--- config.mk ---
export PLATFORM = sky130hd
export DESIGN_NAME = arcade_control_top
export DESIGN_NICKNAME = d
export VERILOG_FILES = /design/src/hw/arcade_pkg.sv /design/src/hw/ps2_keyboard_decoder.sv /design/src/hw/host_config_port.sv /design/src/hw/control_mapper.sv /design/src/hw/audio_dac.sv /design/src/hw/arcade_control_top.sv
export SDC_FILE = /design/constraint.sdc
export NUM_CORES = 1
export LEC_CHECK = 0
export BUFFER_PORTS_ARGS = -buffer_cell sky130_fd_sc_hd__buf_2
export CORE_MARGIN = 2
export CORE_UTILIZATION = 52
export CTS_CLUSTER_DIAMETER = 30
export DETAILED_ROUTE_END_ITERATION = 8
export PLACE_DENSITY_LB_ADDON = 0.08
export SLEW_MARGIN = 20
export SYNTH_ARGS = -nofsm -noshare
export SYNTH_HDL_FRONTEND = slang
export SYNTH_SLANG_ARGS = --single-unit
--- constraint.sdc ---
create_clock -name clk_sys -period 4.5 [get_ports clk_sys]
set_input_delay 1.125 -clock clk_sys [delete_from_list [all_inputs] [get_ports clk_sys]]
set_output_delay 1.125 -clock clk_sys [all_outputs]
set_load 0.01 [all_outputs]
--- src/hw/arcade_pkg.sv ---
// Shared types and constants for the arcade control glue
// Key, joystick, player and host command structs
// Opcode and FSM state enums, timing and scan code constants

`default_nettype none

package arcade_pkg;

	// ============================================================
	// Control words
	// ============================================================

	typedef struct packed {
		logic fire;
		logic start1;
		logic start2;
		logic coin;
		logic left;
		logic right;
		logic down;
		logic up;
	} key_state_t;

	// Bit order matches the core's CSJUDRL input
	typedef struct packed {
		logic coin;
		logic start;
		logic fire;
		logic up;
		logic down;
		logic right;
		logic left;
	} player_ctrl_t;

	typedef struct packed {
		logic [2:0] spare;
		logic       fire;
		logic       up;
		logic       down;
		logic       left;
		logic       right;
	} joy_t;

	// ============================================================
	// Host command port
	// ============================================================

	typedef enum logic [1:0] {
		CMD_NOP         = 2'd0,
		CMD_SET_STATUS  = 2'd1,
		CMD_PULSE_RESET = 2'd2,
		CMD_SET_BUTTONS = 2'd3
	} cmd_op_e;

	typedef struct packed {
		cmd_op_e     op;
		logic [15:0] data;
	} host_cmd_t;

	typedef struct packed {
		logic       upright;
		logic [1:0] scanline_mode;
		logic       button_reset;
	} settings_t;

	typedef enum logic [1:0] {
		PS2_IDLE,
		PS2_DATA,
		PS2_PARITY,
		PS2_STOP
	} ps2_state_e;

	typedef enum logic [1:0] {
		CFG_IDLE,
		CFG_ACK,
		CFG_WAIT_LOW
	} cfg_state_e;

	localparam int RESET_PULSE_CYCLES = 16;
	localparam int RESET_CNT_W        = $clog2(RESET_PULSE_CYCLES + 1);
	localparam int PS2_FILTER_DEPTH   = 4;
	localparam int MIX_WIDTH          = 11;

	// Set 2 scan codes; the arrows follow an E0 prefix
	localparam logic [7:0] SC_BREAK = 8'hF0;
	localparam logic [7:0] SC_EXT   = 8'hE0;
	localparam logic [7:0] SC_SPACE = 8'h29;
	localparam logic [7:0] SC_1     = 8'h16;
	localparam logic [7:0] SC_2     = 8'h1E;
	localparam logic [7:0] SC_5     = 8'h2E;
	localparam logic [7:0] SC_UP    = 8'h75;
	localparam logic [7:0] SC_DOWN  = 8'h72;
	localparam logic [7:0] SC_LEFT  = 8'h6B;
	localparam logic [7:0] SC_RIGHT = 8'h74;

endpackage

`default_nettype wire

--- src/hw/ps2_keyboard_decoder.sv ---
// PS/2 keyboard receiver
// Clock synchronizer and glitch filter, frame FSM with odd parity check,
// break and extended prefix handling, held-key register

`timescale 1ns/100ps
`default_nettype none

module ps2_keyboard_decoder
	import arcade_pkg::*;
(
	input  wire        clk_sys,
	input  wire        reset,
	input  wire        ps2_clk,
	input  wire        ps2_data,
	output key_state_t keys
);

	logic [1:0]                  clk_sync;
	logic [1:0]                  data_sync;
	logic [PS2_FILTER_DEPTH-1:0] clk_hist;
	logic                        clk_filt;
	logic                        clk_fall;
	logic                        data_bit;

	ps2_state_e state;
	logic [2:0] bit_cnt;
	logic [7:0] shift;
	logic       parity_ok;
	logic       release_flag;
	logic       ext_flag;

	// ============================================================
	// Line sampling
	// ============================================================

	// The filtered clock only moves once every sample in the window agrees
	always_ff @(posedge clk_sys) begin
		if (reset) begin
			clk_sync  <= 2'b11;
			data_sync <= 2'b11;
			clk_hist  <= '1;
			clk_filt  <= 1'b1;
		end else begin
			clk_sync  <= {clk_sync[0], ps2_clk};
			data_sync <= {data_sync[0], ps2_data};
			clk_hist  <= {clk_hist[PS2_FILTER_DEPTH-2:0], clk_sync[1]};
			if (&clk_hist)
				clk_filt <= 1'b1;
			else if (~|clk_hist)
				clk_filt <= 1'b0;
		end
	end

	assign clk_fall = clk_filt & ~|clk_hist;
	assign data_bit = data_sync[1];

	// ============================================================
	// Frame FSM and key tracking
	// ============================================================

	always_ff @(posedge clk_sys) begin
		if (reset) begin
			state        <= PS2_IDLE;
			bit_cnt      <= '0;
			shift        <= '0;
			parity_ok    <= 1'b0;
			release_flag <= 1'b0;
			ext_flag     <= 1'b0;
			keys         <= '0;
		end else if (clk_fall) begin
			case (state)
				PS2_IDLE: begin
					// Start bit is a low data line
					if (!data_bit) begin
						state   <= PS2_DATA;
						bit_cnt <= '0;
					end
				end
				PS2_DATA: begin
					shift   <= {data_bit, shift[7:1]};
					bit_cnt <= bit_cnt + 3'd1;
					if (bit_cnt == 3'd7)
						state <= PS2_PARITY;
				end
				PS2_PARITY: begin
					// Odd parity over the data byte and the parity bit
					parity_ok <= ^{shift, data_bit};
					state     <= PS2_STOP;
				end
				PS2_STOP: begin
					state <= PS2_IDLE;
					if (data_bit && parity_ok) begin
						if (shift == SC_BREAK) begin
							release_flag <= 1'b1;
						end else if (shift == SC_EXT) begin
							ext_flag <= 1'b1;
						end else begin
							release_flag <= 1'b0;
							ext_flag     <= 1'b0;
							case (shift)
								SC_SPACE: keys.fire   <= ~release_flag;
								SC_1:     keys.start1 <= ~release_flag;
								SC_2:     keys.start2 <= ~release_flag;
								SC_5:     keys.coin   <= ~release_flag;
								SC_UP:    if (ext_flag) keys.up    <= ~release_flag;
								SC_DOWN:  if (ext_flag) keys.down  <= ~release_flag;
								SC_LEFT:  if (ext_flag) keys.left  <= ~release_flag;
								SC_RIGHT: if (ext_flag) keys.right <= ~release_flag;
								default:  ;
							endcase
						end
					end
				end
				default: state <= PS2_IDLE;
			endcase
		end
	end

endmodule

`default_nettype wire

--- src/hw/host_config_port.sv ---
// Host configuration slave
// Four-phase req/ack handshake, status settings register and
// reset pulse timer

`timescale 1ns/100ps
`default_nettype none

module host_config_port
	import arcade_pkg::*;
(
	input  wire        clk_sys,
	input  wire        reset,
	input  wire        cfg_req,
	input  host_cmd_t  cfg_cmd,
	output logic       cfg_ack,
	output settings_t  settings,
	output logic       reset_pulse
);

	cfg_state_e             state;
	logic [RESET_CNT_W-1:0] pulse_cnt;

	// Ack stays up from the accepting edge until one cycle after req drops
	assign cfg_ack     = (state != CFG_IDLE);
	assign reset_pulse = (pulse_cnt != '0);

	always_ff @(posedge clk_sys) begin
		if (reset) begin
			state                  <= CFG_IDLE;
			pulse_cnt              <= '0;
			settings.upright       <= 1'b1;
			settings.scanline_mode <= 2'b00;
			settings.button_reset  <= 1'b0;
		end else begin
			if (pulse_cnt != '0)
				pulse_cnt <= pulse_cnt - 1'b1;

			case (state)
				CFG_IDLE: begin
					if (cfg_req) begin
						state <= CFG_ACK;
						// The command takes effect on the same edge as ack
						case (cfg_cmd.op)
							CMD_SET_STATUS: begin
								settings.upright       <= cfg_cmd.data[2];
								settings.scanline_mode <= cfg_cmd.data[4:3];
							end
							CMD_SET_BUTTONS: settings.button_reset <= cfg_cmd.data[1];
							CMD_PULSE_RESET: pulse_cnt <= RESET_CNT_W'(RESET_PULSE_CYCLES);
							default: ;
						endcase
					end
				end
				CFG_ACK: begin
					if (!cfg_req)
						state <= CFG_WAIT_LOW;
				end
				CFG_WAIT_LOW: state <= CFG_IDLE;
				default:      state <= CFG_IDLE;
			endcase
		end
	end

endmodule

`default_nettype wire

--- src/hw/control_mapper.sv ---
// Player control mapper
// Merges keyboard and both joysticks, applies the cabinet orientation,
// and registers the player words and the core reset

`timescale 1ns/100ps
`default_nettype none

module control_mapper
	import arcade_pkg::*;
(
	input  wire          clk_sys,
	input  wire          reset,
	input  key_state_t   keys,
	input  joy_t         joystick_0,
	input  joy_t         joystick_1,
	input  settings_t    settings,
	input  wire          reset_pulse,
	output player_ctrl_t p1,
	output player_ctrl_t p2,
	output logic         core_reset
);

	logic         m_up;
	logic         m_down;
	logic         m_left;
	logic         m_right;
	logic         m_fire;
	player_ctrl_t p1_next;
	player_ctrl_t p2_next;

	always_comb begin
		m_up    = keys.up    | joystick_0.up    | joystick_1.up;
		m_down  = keys.down  | joystick_0.down  | joystick_1.down;
		m_left  = keys.left  | joystick_0.left  | joystick_1.left;
		m_right = keys.right | joystick_0.right | joystick_1.right;
		m_fire  = keys.fire  | joystick_0.fire  | joystick_1.fire;

		p1_next       = '0;
		p1_next.coin  = keys.coin;
		p1_next.start = keys.start1;
		p1_next.fire  = m_fire;

		p2_next       = '0;
		p2_next.start = keys.start2;
		p2_next.fire  = m_fire;

		// P1 only uses left/right and P2 only up/down on this core
		if (settings.upright) begin
			p1_next.left  = m_left;
			p1_next.right = m_right;
			p2_next.up    = m_down;
			p2_next.down  = m_up;
		end else begin
			// Rotated cabinet turns the stick a quarter turn
			p1_next.left  = m_down;
			p1_next.right = m_up;
			p2_next.up    = m_right;
			p2_next.down  = m_left;
		end
	end

	always_ff @(posedge clk_sys) begin
		if (reset) begin
			p1         <= '0;
			p2         <= '0;
			core_reset <= 1'b1;
		end else begin
			p1         <= p1_next;
			p2         <= p2_next;
			core_reset <= reset_pulse | settings.button_reset;
		end
	end

endmodule

`default_nettype wire

--- src/hw/audio_dac.sv ---
// Audio mixer and first-order sigma-delta modulator
// Output bit density tracks the 11-bit mix of both channels

`timescale 1ns/100ps
`default_nettype none

module audio_dac
	import arcade_pkg::*;
(
	input  wire       clk_sys,
	input  wire       reset,
	input  wire [7:0] audio_a,
	input  wire [7:0] audio_b,
	output logic      audio_out
);

	logic [MIX_WIDTH-1:0] mix;
	logic [MIX_WIDTH-1:0] acc;
	logic [MIX_WIDTH:0]   sum;

	// Channel B is weighted four times louder than channel A
	always_ff @(posedge clk_sys) begin
		if (reset)
			mix <= '0;
		else
			mix <= {1'b0, audio_b, 2'b00} + {3'b000, audio_a};
	end

	assign sum = {1'b0, acc} + {1'b0, mix};

	// The carry out of the accumulator is the output bitstream
	always_ff @(posedge clk_sys) begin
		if (reset) begin
			acc       <= '0;
			audio_out <= 1'b0;
		end else begin
			acc       <= sum[MIX_WIDTH-1:0];
			audio_out <= sum[MIX_WIDTH];
		end
	end

endmodule

`default_nettype wire

--- src/hw/arcade_control_top.sv ---
// Top level of the arcade control and audio glue
// Keyboard decoder and host port feed the control mapper;
// the sigma-delta DAC runs beside them

`timescale 1ns/100ps
`default_nettype none

module arcade_control_top
	import arcade_pkg::*;
(
	input  wire          clk_sys,
	input  wire          reset,
	input  wire          ps2_clk,
	input  wire          ps2_data,
	input  wire          cfg_req,
	input  host_cmd_t    cfg_cmd,
	output logic         cfg_ack,
	input  joy_t         joystick_0,
	input  joy_t         joystick_1,
	input  wire [7:0]    audio_a,
	input  wire [7:0]    audio_b,
	output player_ctrl_t p1,
	output player_ctrl_t p2,
	output logic         core_reset,
	output logic [1:0]   scanline_mode,
	output logic         audio_out
);

	key_state_t keys;
	settings_t  settings;
	logic       reset_pulse;

	ps2_keyboard_decoder u_keyboard (
		.clk_sys  (clk_sys),
		.reset    (reset),
		.ps2_clk  (ps2_clk),
		.ps2_data (ps2_data),
		.keys     (keys)
	);

	host_config_port u_config (
		.clk_sys     (clk_sys),
		.reset       (reset),
		.cfg_req     (cfg_req),
		.cfg_cmd     (cfg_cmd),
		.cfg_ack     (cfg_ack),
		.settings    (settings),
		.reset_pulse (reset_pulse)
	);

	control_mapper u_mapper (
		.clk_sys     (clk_sys),
		.reset       (reset),
		.keys        (keys),
		.joystick_0  (joystick_0),
		.joystick_1  (joystick_1),
		.settings    (settings),
		.reset_pulse (reset_pulse),
		.p1          (p1),
		.p2          (p2),
		.core_reset  (core_reset)
	);

	audio_dac u_dac (
		.clk_sys   (clk_sys),
		.reset     (reset),
		.audio_a   (audio_a),
		.audio_b   (audio_b),
		.audio_out (audio_out)
	);

	// Scanline mode goes out to the video path unchanged
	assign scanline_mode = settings.scanline_mode;

endmodule

`default_nettype wire

After elaboration in Yosys (flattened, before gate mapping). Cells that the tools add are included.

Register bits: 76. Word-level logic and storage cells: 122.

Add/sub/neg operators: 4. Equality and inequality tests: 23. Mux-type cells: 17. Bitwise logic cells: 15. Reduce and logical (&&, ||, !) cells: 28.

Operator list (number): $eq 8x7->1 const B (4); $reduce_and 7->1 (4); $reduce_and 6->1 (4); $mux 5 (4); $eq 8x5->1 const B (2); $eq 8x6->1 const B (2); $eq 8x8->1 const B (2); $add 11x11->12 (1); $mux 2 (6); $reduce_and 3->1 (4); $reduce_and 4->1 (3); $add 10x8->11 (1); $or 1x1->1 (11); $reduce_xor 9->1 (1); $eq 2x2->1 const B (4); $pmux 2 s4 (1); $eq 2x1->1 const B (3); $ne 2x2->1 const B (3); $pmux 3 s2 (1); $reduce_and 2->1 (3); $reduce_bool 5->1 (1); $sub 5x1->5 const B (1); $logic_not 2->1 (2); $ne 2x1->1 const B (2); 12 further kinds (17).

Depth between registers and ports, before layout. Gate-level depths: netlist of the first run.

Word-level depth: 5. Depth in mapped cells: 8.

Hierarchy. A second synthesis of the first run with hierarchy kept.

Cell total of the unflattened synthesis: 404. Area total of the unflattened synthesis: 3893.7 µm².

Modules (own cells, without submodules): ps2_keyboard_decoder (instances 1, cells each 159, area each 1565.3 µm²); audio_dac (instances 1, cells each 160, area each 1457.6 µm²); host_config_port (instances 1, cells each 49, area each 501.7 µm²); control_mapper (instances 1, cells each 36, area each 369.1 µm²).

Worst setup path before layout of the first run. No wires, ideal clock.

Path kind: input to register. Start: input audio_a[3]. End: register u_dac.mix[9]. Library setup time: 123 ps. Data arrival time: 2515 ps. Data required time: 4377 ps. Path slack: 1862 ps. Cell stages on the path: 6. Buffers on the path: 0. Path through: ha_1 > a21o_1 > a21o_1 > a21o_1 > o311a_1 > mux2_1.

Word-level cells in the longest chain between the ends: 1.

Ends and longest elaborated chain: from (decl) (RTL line arcade_control_top.sv:20) `input wire [7:0] audio_a,`; $add 10x8->11 (RTL line audio_dac.sv:26) `mix <= {1'b0, audio_b, 2'b00} + {3'b000, audio_a};`; to (signal assigned) (RTL line audio_dac.sv:26); to (decl) (RTL line audio_dac.sv:17) `logic [MIX_WIDTH-1:0] mix;`.

No other way between the ends. A chain may end at the register's enable or synchronous reset.

Final worst setup path of the first run.
Start: input audio_a[2]. End: register u_dac.mix[10].

The elaborated chain is that of the path after synthesis.

==> impl_metrics.env, run 1 <==
export IMPL_fp_dieH_um=88.5
export IMPL_crit_path_max_incr_delay_ns=0.38
export IMPL_layout_min_cycle_time_ns=2.56
export IMPL_grt_max_degree=52
export IMPL_ys_warn_count=0
export IMPL_hpwl_mm=4.53
export IMPL_hold_end="u_keyboard.clk_sync[1]"
export IMPL_synthSimpleGateAreaFrac=0.230
export IMPL_cts_resized=0
export IMPL_hold_path_depth=1
export IMPL_drive_gt1_frac=0.192
export IMPL_fmax_mhz=390
export IMPL_p_clk_frac=0.314
export IMPL_clk_latency_ns=0.34
export IMPL_clockBufferDepth=2
export IMPL_synth_ff_type="dfxtp_1"
export IMPL_portBuffers=50
export IMPL_hold_violations=0
export IMPL_place_gp_congestion=0.859
export IMPL_cts_tree="built"
export IMPL_synthAdderAreaFrac=0.0917
export IMPL_r2r_slack_ns=2.34
export IMPL_wirelength_mm=6.21
export IMPL_cp_slowest_cell="fa_1"
export IMPL_powerDensity_nw_per_um2=383
export IMPL_dp_cells=532
export IMPL_synth_top_cell_by_area="dfxtp_1"
export IMPL_coreArea_um2=6830
export IMPL_vias=2832
export IMPL_core_rowCount=30
export IMPL_final_cells=548
export IMPL_intPower_mw=1.14
export IMPL_crit_chain="buf_2, ha_1, inv_1, fa_1, nor2b_1, o21ai_0, a21boi_0, o21ai_0, a211oi_1"
export IMPL_worst_pin_slew_ns=0.841
export IMPL_dieArea_um2=7830
export IMPL_status="complete, no violations"
export IMPL_pre_cts_slack_ns=1.55
export IMPL_path_max_fanout=4
export IMPL_place_area_um2=3970
export IMPL_synth_area_um2=3710
export IMPL_layout_common_cells="76 x dfxtp_1, 50 x buf_2, 47 x nor2_1"
export IMPL_cts_buffers=9
export IMPL_first_global_vias=2448
export IMPL_layout_nets=528
export IMPL_avgSynthCellArea_um2=9.14
export IMPL_synth_compound_area_share=0.117
export IMPL_antenna_left=0
export IMPL_die_x_um=88.5
export IMPL_cp_arrival_ns=2.81
export IMPL_max_cap_viol_count=0
export IMPL_setup_worst_path_start="audio_a[2]"
export IMPL_startpoint_type="primary input"
export IMPL_synth_top_family_by_area="simple AND/OR/NAND/NOR gates"
export IMPL_antennaDiodeCount=0
export IMPL_combinationalPowerShare=0.214
export IMPL_pwr_share_seq=0.473
export IMPL_grt_antenna_before_repair=0
export IMPL_start_util=0.543
export IMPL_routed_via_density=5.17
export IMPL_r2r_end="u_dac.acc[10]"
export IMPL_p_sw_uw=454
export IMPL_cp_end_kind="flop"
export IMPL_grt_pass1_wl_mm=10.4
export IMPL_synth_area_leaders="dfxtp_1 41%, ha_1 8.1%, mux2i_1 5.4%"
export IMPL_drc=0
export IMPL_syn_inst=406
export IMPL_max_slew_margin=0.439
export IMPL_htreeDepth=3
export IMPL_ys_seq_area_frac=0.410
export IMPL_grt_overflow_total=0
export IMPL_synth_top_area_frac=0.410
export IMPL_drv_slew=0
export IMPL_syn_to_final_growth_pct=12.3
export IMPL_drt_pass1_iter_count=4
export IMPL_reg2regPathDepth=8
export IMPL_critical_path_class="in -> reg"
export IMPL_io_pins=74
export IMPL_mostFrequentLayoutCell="dfxtp_1"
export IMPL_r2r_start="u_dac.mix[0]"
export IMPL_cts_hold_buf=0
export IMPL_rsz0062_at_grt="false"
export IMPL_drtIter0Drc=47
export IMPL_synth_xor_area_frac=0.0344
export IMPL_critPathMostFrequentCell="o21ai_0"
export IMPL_synthDistinctLibCells=64
export IMPL_cts_root_buf="clkbuf_8"
export IMPL_wl_per_cell_um=11.3
export IMPL_peakVddDrop_uv=178
export IMPL_postSynth_asyncResetShare=0
export IMPL_hold_class="reg -> reg"
export IMPL_setup_viol=0
export IMPL_leakage_nw=1.85
export IMPL_nFillCells=614
export IMPL_fin_ws_ns=1.94
export IMPL_hold_ws_ns=0.411
export IMPL_path_clk_slew_ns=0.07
export IMPL_post_cts_buffers=0
export IMPL_muxShareOfSynthArea=0.0570
export IMPL_setup_tns_ns=0
export IMPL_fin_area_um2=4170
export IMPL_cts_sinks=76
export IMPL_crit_buf_inv=2
export IMPL_fin_crit_sh=0.569
export IMPL_crit_required_ns=4.75
export IMPL_cpLargestDelayFamily="compound AO/OA/AOI/OAI gates"
export IMPL_fin_skew_ns=0.00685
export IMPL_synth_seq_cells=76
export IMPL_power_mw=1.60
export IMPL_final_core_util=0.610
export IMPL_synth_edf_count=0
export IMPL_hp_start="u_keyboard.clk_sync[0]"
export IMPL_track_usage=0.167
export IMPL_swShare=0.285
[layer usage]
| layer | vias up | GRT usage | wire, µm |
|---|---|---|---|
| met5 | - | 0 | 0 |
| met4 | 0 | 0.0854 | 97 |
| met3 | 10 | 0.0336 | 244 |
| met2 | 60 | 0.271 | 2820 |
| met1 | 1275 | 0.210 | 3050 |
| li1 | 1487 | - | - |
[flip-flops by register name (all words and copies together) (netlist names), 3 cells and up]
register             flops
u_config.pulse_cnt       5
u_config.settings        4
u_dac.acc               11
u_dac.mix               11
u_keyboard.bit_cnt       3
u_keyboard.clk_hist      4
u_keyboard.keys          8
u_keyboard.shift         8
u_mapper.p1              5
u_mapper.p2              3
[how the worst max path moves through the flow]
| stage | end | slack [ns] | cells past startpoint |
|---|---|---|---|
| global route | u_dac.mix[10] | 1.80 | 9 |
| CTS | u_dac.mix[10] | 1.92 | 9 |
| global placement | u_dac.mix[10] | 1.64 | 9 |
| floorplan | u_dac.mix[9] | 1.86 | 6 |
| finish | u_dac.mix[10] | 1.94 | 9 |
| detailed placement | u_dac.mix[10] | 1.55 | 9 |
[cells in the mapped netlist (3+ instances only)]
cell type and count:
nand3_1 5, nor4_1 7, nand4_1 4, inv_1 24
nand2_1 15, mux2i_1 20, a211oi_1 7, o21ai_0 10
o21a_1 3, and3_1 3, nor2_1 47, buf_4 8
a21o_1 5, clkbuf_1 9, ha_1 24, buf_2 3
or3_1 3, nand3b_1 3, a21oi_1 18, nor3_1 22
buf_1 4, or2_2 9, dfxtp_1 76, nand4b_1 4
nor2b_1 15, nand2b_1 3, xnor2_1 11
[area by class of cell]
| type | instances | area, µm² | share of cell area |
|---|---|---|---|
| tap | 96 | 120 | 0.0288 |
| timing repair buffer | 51 | 258 | 0.0619 |
| clock inverter | 7 | 67.6 | 0.0162 |
| multi-input combinational | 285 | 1980 | 0.476 |
| inverter | 24 | 90.1 | 0.0216 |
| clock buffer | 9 | 124 | 0.0297 |
| sequential | 76 | 1520 | 0.365 |
[cell families after synthesis]
family / after synthesis
and+or+nand+nor: 157
adders and majority gates: 26
AOI/OAI and AO/OA: 63
muxes: 21
DFF: 76
xor gates and xnor gates: 13
buffers and inverters: 49
other: 1
[power by group through the flow]
stage | registers (mW) | logic [mW] | clock network, mW
floorplan | 0.770 | 0.271 | 0
global placement | 0.770 | 0.333 | 0
detailed placement | 0.771 | 0.342 | 0
CTS | 0.755 | 0.345 | 0.519
global route | 0.761 | 0.396 | 0.539
finish | 0.755 | 0.341 | 0.501
Power figures use the tool's default switching activity.
==> inputs of run 2 (changes only) <==
--- a/config.mk
+++ b/config.mk
@@ -7,7 +7,7 @@
 export LEC_CHECK = 0
 export BUFFER_PORTS_ARGS = -buffer_cell sky130_fd_sc_hd__buf_2
 export CORE_MARGIN = 2
-export CORE_UTILIZATION = 52
+export CORE_UTILIZATION = 50
 export CTS_CLUSTER_DIAMETER = 30
 export DETAILED_ROUTE_END_ITERATION = 8
 export PLACE_DENSITY_LB_ADDON = 0.08
==> constraint.sdc (replaced) <==
create_clock -name clk_sys -period 2.18 [get_ports clk_sys]
set_input_delay 0.545 -clock clk_sys [delete_from_list [all_inputs] [get_ports clk_sys]]
set_output_delay 0.545 -clock clk_sys [all_outputs]
set_load 0.01 [all_outputs]
==> run 2 against run 1 <==
  * Cell count rose by 1.5%
  * Clock skew rose by 0.0021 ns
  * Register-to-register slack got worse by 2.2 ns
  * Critical endpoint is now u_dac.acc[10]
==> impl_metrics.env, run 2 (synthesis results as in run 1) <==
export IMPL_fin_skew_ns=0.00896
export IMPL_grt_pass1_wl_mm=11.8
export IMPL_mostFrequentLayoutCell="dfxtp_1"
export IMPL_wl_met3_um=261
export IMPL_core_rowCount=31
export IMPL_clk_latency_ns=0.34
export IMPL_cts_tree="built"
export IMPL_drive_gt1_frac=0.204
export IMPL_cts_root_buf="clkbuf_8"
export IMPL_antenna_left=0
export IMPL_hold_ws_ns=0.392
export IMPL_peakVddDrop_uv=318
export IMPL_rsz0062_at_grt="false"
export IMPL_met1_length_mm=3.17
export IMPL_cts_buffers=9
export IMPL_drc=0
export IMPL_leakage_nw=1.88
export IMPL_fin_ws_ns=0.118
export IMPL_reg2regPathDepth=8
export IMPL_cts_hold_buf=0
export IMPL_grt_antenna_before_repair=0
export IMPL_die_x_um=90.1
export IMPL_wl_per_cell_um=11.8
export IMPL_pre_cts_slack_ns=-0.0904
export IMPL_track_usage=0.174
export IMPL_place_gp_congestion=0.787
export IMPL_grt_overflow_total=0
export IMPL_syn_to_final_growth_pct=13.2
export IMPL_post_cts_buffers=0
export IMPL_path_clk_slew_ns=0.07
export IMPL_vias=2889
export IMPL_wirelength_mm=6.58
export IMPL_layout_common_cells="76 x dfxtp_1, 50 x buf_2, 47 x nor2_1"
export IMPL_fp_dieH_um=90.1
export IMPL_cts_sinks=76
export IMPL_fmax_mhz=485
export IMPL_setup_viol=0
export IMPL_layout_min_cycle_time_ns=2.06
export IMPL_crit_required_ns=2.45
export IMPL_hold_class="in -> reg"
export IMPL_r2r_slack_ns=0.12
export IMPL_critical_path_class="reg -> reg"
export IMPL_drv_slew=0
export IMPL_hold_violations=0
export IMPL_startpoint_type="flop"
export IMPL_max_cap_viol_count=0
export IMPL_io_pins=74
export IMPL_grt_max_degree=61
export IMPL_fin_crit_sh=0.946
export IMPL_biggestRegsByFlops="u_dac.acc: 11 flops, u_dac.mix: 11 flops"
export IMPL_path_max_fanout=3
export IMPL_cp_end_kind="flop"
export IMPL_routed_via_density=5.20
export IMPL_hold_path_depth=2
export IMPL_wl_met2_mm=3.06
export IMPL_drt_pass1_iter_count=4
export IMPL_powerDensity_nw_per_um2=759
export IMPL_status="complete, no violations"
export IMPL_coreArea_um2=7210
export IMPL_top_layer_used="met4"
export IMPL_hpwl_mm=4.71
export IMPL_start_util=0.514
export IMPL_antennaDiodeCount=0
export IMPL_portBuffers=50
export IMPL_layout_nets=534
export IMPL_drtIter0Drc=102
export IMPL_nFillCells=698
export IMPL_first_global_vias=2762
export IMPL_cp_arrival_ns=2.33
export IMPL_clockBufferDepth=2
export IMPL_dieArea_um2=8120
export IMPL_htreeDepth=3
## run 2: layer usage
layer	vias to the layer above	track usage
met1	1330	0.209
met4	0	0.0718
li1	1496	-
met5	-	0
met3	8	0.0419
met2	55	0.298
## run 2: final timing paths
kind	startpoint	to
worst min register to register	u_keyboard.clk_sync[1]	u_keyboard.clk_hist[0]
worst min-delay path	ps2_clk	u_keyboard.clk_sync[0]
worst max-delay path	u_dac.acc[0]	u_dac.acc[10]
worst max register to register	u_dac.acc[0]	u_dac.acc[10]
## run 2: layout make-up
| cell class | count | area, µm² | area share |
|---|---|---|---|
| Sequential cell | 76 | 1520 | 0.362 |
| Clock inverter | 5 | 30.0 | 0.00715 |
| Timing Repair Buffer | 57 | 315 | 0.0751 |
| Inverter | 24 | 90.1 | 0.0214 |
| Tap cell | 99 | 124 | 0.0295 |
| Clock buffer | 10 | 128 | 0.0304 |
| Multi-Input combinational cell | 285 | 1990 | 0.474 |
## run 2: per-stage QoR
| step | std cells | total power, mW | cell area [µm²] | setup TNS (ns) | utilization |
|---|---|---|---|---|---|
| after floorplan | 410 | 2.15 | 3720 | 0 | - |
| after global routing | 556 | 3.41 | 4200 | 0 | 0.582 |
| after detailed placement | 541 | 2.32 | 4040 | -0.152 | 0.559 |
| after global placement | 541 | 2.30 | 4040 | -0.0811 | 0.559 |
| after CTS | 556 | 3.22 | 4190 | 0 | 0.581 |
| final | 556 | 3.19 | 4200 | 0 | 0.582 |
## run 2: where the power goes
| part | total (mW) | switching, mW | internal, mW |
|---|---|---|---|
| registers | 1.56 | 0.0497 | 1.51 |
| clock network | 0.888 | 0.487 | 0.401 |
| logic | 0.739 | 0.398 | 0.341 |
## run 2: what timing repair did
action | 4_1_cts | 5_1_grt
endpoints found under the hold margin | 0 | 0
setup endpoints to repair | 0 | 1
gates resized for setup | 0 | 2
## run 2: worst max-delay path: stages, from the launching register on
cell	delay, ns
dfxtp_1	0.32
ha_1	0.17
inv_1	0.07
fa_2	0.39
nand2b_1	0.15
a21o_1	0.20
a2111o_1	0.40
and3_1	0.19
nor3_2	0.10
==> inputs of run 3 (changes only) <==
--- a/config.mk
+++ b/config.mk
@@ -5,6 +5,7 @@
 export SDC_FILE = /design/constraint.sdc
 export NUM_CORES = 1
 export LEC_CHECK = 0
+export ABC_AREA = 1
 export BUFFER_PORTS_ARGS = -buffer_cell sky130_fd_sc_hd__buf_2
 export CORE_MARGIN = 2
 export CORE_UTILIZATION = 50
==> run 3 against run 2 <==
  * Sequential share of layout area is 0.48 points lower
  * Register-to-register slack gained 0.29 ns
  * Non-clock buffer count down 4
  * Die area up 1.9%
  * Hold slack got worse by 0.019 ns
  * Total power fell by 2.2%
  * Synthesized cell count grew 27%
  * Combinational power fell by 19%
  * Sequential cell count did not move
  * Maximum frequency increased by 16%
  * Worst setup slack improved by 0.29 ns
  * Critical endpoint is now u_dac.acc[8]
  * Largest cell class unchanged
  * Largest power group unchanged
  * Highest routed layer unchanged
==> impl_metrics.env, run 3 <==
export IMPL_status="complete, no violations"
export IMPL_postSynth_asyncResetShare=0
export IMPL_leakage_nw=2.05
export IMPL_synth_area_um2=3780
export IMPL_ys_warn_count=0
export IMPL_cts_root_buf="clkbuf_8"
export IMPL_hp_start="ps2_clk"
export IMPL_grt_overflow_total=0
export IMPL_cpLargestDelayFamily="adder cells"
export IMPL_hold_path_depth=2
export IMPL_fmax_mhz=564
export IMPL_dp_cells=653
export IMPL_synth_xor_area_frac=0.00694
export IMPL_antennaDiodeCount=0
export IMPL_path_clk_slew_ns=0.08
export IMPL_max_cap_viol_count=0
export IMPL_crit_required_ns=2.46
export IMPL_cp_depth=10
export IMPL_cp_arrival_ns=2.06
export IMPL_final_cells=669
export IMPL_post_cts_buffers=0
export IMPL_dieArea_um2=8280
export IMPL_synth_area_leaders="dfxtp_1 40%, nand2_1 9.4%, ha_1 7.9%"
export IMPL_synth_seq_cells=76
export IMPL_synth_top_area_frac=0.402
export IMPL_synth_edf_count=0
export IMPL_synth_ff_type="dfxtp_1"
export IMPL_core_rowCount=31
export IMPL_portBuffers=50
export IMPL_htreeDepth=3
export IMPL_coreArea_um2=7290
export IMPL_drc=0
export IMPL_biggestRegsByFlops="u_dac.acc: 11 flops, u_dac.mix: 11 flops"
export IMPL_clockBufferDepth=2
export IMPL_wl_per_cell_um=11.1
export IMPL_grt_max_degree=42
export IMPL_final_core_util=0.584
export IMPL_setup_tns_ns=0
export IMPL_die_x_um=91.0
export IMPL_ys_seq_area_frac=0.402
export IMPL_mostFrequentLayoutCell="nand2_1"
export IMPL_fin_crit_sh=0.813
export IMPL_powerDensity_nw_per_um2=732
export IMPL_pre_cts_slack_ns=0.121
export IMPL_fin_ws_ns=0.407
export IMPL_drive_gt1_frac=0.147
export IMPL_drv_slew=0
export IMPL_synthSimpleGateAreaFrac=0.282
export IMPL_start_util=0.519
export IMPL_muxShareOfSynthArea=0
export IMPL_hold_end="u_keyboard.clk_sync[0]"
export IMPL_synthDistinctLibCells=38
export IMPL_startpoint_type="flop"
export IMPL_place_gp_congestion=0.864
export IMPL_grt_pass1_wl_mm=12.8
export IMPL_syn_inst=517
export IMPL_reg2regPathDepth=10
export IMPL_synth_compound_area_share=0.124
export IMPL_layout_min_cycle_time_ns=1.77
export IMPL_cts_sinks=76
export IMPL_rsz0062_at_grt="false"
export IMPL_cts_resized=0
export IMPL_drtIter0Drc=75
export IMPL_drt_pass1_iter_count=5
export IMPL_vias=3246
export IMPL_cts_hold_buf=0
export IMPL_hold_class="in -> reg"
export IMPL_io_pins=74
export IMPL_crit_chain="ha_1, inv_1, fa_1, inv_1, nand3_1, nand2_1, nand4_1, nand2_1, o21ai_0, a21oi_1"
export IMPL_cp_slowest_cell="fa_1"
export IMPL_fin_skew_ns=0.00584
export IMPL_r2r_slack_ns=0.41
export IMPL_synth_common_cells="95 x nand2_1, 76 x dfxtp_1, 74 x nor2_1, 63 x inv_1, 46 x a21oi_1"
export IMPL_syn_to_final_growth_pct=12.5
export IMPL_r2r_start="u_dac.mix[0]"
export IMPL_peakVddDrop_uv=386
export IMPL_routed_via_density=4.85
export IMPL_crit_path_max_incr_delay_ns=0.49
export IMPL_critical_path_class="reg -> reg"
export IMPL_nFillCells=732
export IMPL_synth_top_family_by_area="simple AND/OR/NAND/NOR gates"
export IMPL_cts_buffers=9
export IMPL_yosysMostFrequentCell="nand2_1"
export IMPL_synth_top_cell_by_area="dfxtp_1"
export IMPL_antenna_left=0
export IMPL_hpwl_mm=5.58
export IMPL_fp_dieH_um=91.0
export IMPL_cts_tree="built"
export IMPL_power_mw=3.12
export IMPL_path_max_fanout=3
export IMPL_layout_nets=646
export IMPL_hold_violations=0
export IMPL_layout_common_cells="95 x nand2_1, 76 x dfxtp_1, 74 x nor2_1"
export IMPL_crit_buf_inv=2
export IMPL_setup_viol=0
export IMPL_clk_latency_ns=0.35
export IMPL_synthAdderAreaFrac=0.0899
export IMPL_grt_antenna_before_repair=0
export IMPL_avgSynthCellArea_um2=7.32
export IMPL_wirelength_mm=7.43
export IMPL_r2r_end="u_dac.acc[8]"
export IMPL_cp_end_kind="flop"
export IMPL_track_usage=0.189
export IMPL_first_global_vias=2963
==> run 3: cell types whose count changed after synthesis, sizes merged, moves of 10 or more <==
| cell | delta |
|---|---|
| a21oi | +28 |
| inv | +40 |
| mux2i | -20 |
| nand2 | +80 |
| nand3 | +25 |
| nor2 | +31 |
| nor2b | -15 |
| nor3 | -10 |
| o21ai | +23 |
==> run 3: worst max path at each step <==
stage / start / endpoint
3_5_place_dp: audio_a[2] / u_dac.mix[8]
5_1_grt: u_dac.acc[0] / u_dac.acc[8]
4_1_cts: u_dac.acc[0] / u_dac.acc[8]
6_report: u_dac.mix[0] / u_dac.acc[8]
2_1_floorplan: audio_a[2] / u_dac.mix[8]
3_3_place_gp: audio_a[2] / u_dac.mix[8]
==> run 3: metrics by stage <==
step / hold WS, ns / instance area, µm²
3_3_place_gp: 0.392 / 4080
2_1_floorplan: 0.389 / 3800
6_report: 0.372 / 4260
3_5_place_dp: 0.397 / 4080
5_1_grt: 0.369 / 4260
4_1_cts: 0.359 / 4260
==> run 3: cells by family (layout without fill, tap and decap cells) <==
family | Yosys count | count (layout)
fa+ha+maj | 26 | 26
compound gates | 89 | 89
flops | 76 | 76
buf+inv | 84 | 133
xor+xnor | 3 | 3
other cells | 1 | 5
simple gates | 238 | 238
==> run 3: power breakdown <==
| group | switching [mW] | internal (mW) |
|---|---|---|
| Combinational | 0.356 | 0.240 |
| Clock | 0.532 | 0.442 |
| Sequential | 0.0485 | 1.50 |
==> run 3: routing by layer <==
metal  up-vias  track usage  part of all wire
li1       1750            -                 -
met1      1453        0.240              0.49
met2        34        0.319              0.47
met3         9       0.0332             0.024
met4         0       0.0732             0.015
met5         -            0                 0
==> run 3: final cells by class <==
class / count / area [µm²] / share of cell area
clock buffer: 10 / 138 / 0.0323
clock inverter: 6 / 38.8 / 0.00911
inverter: 64 / 240 / 0.0564
multi-input combinational: 361 / 1920 / 0.451
sequential: 76 / 1520 / 0.357
tap: 99 / 124 / 0.0291
timing repair buffer: 53 / 273 / 0.0641
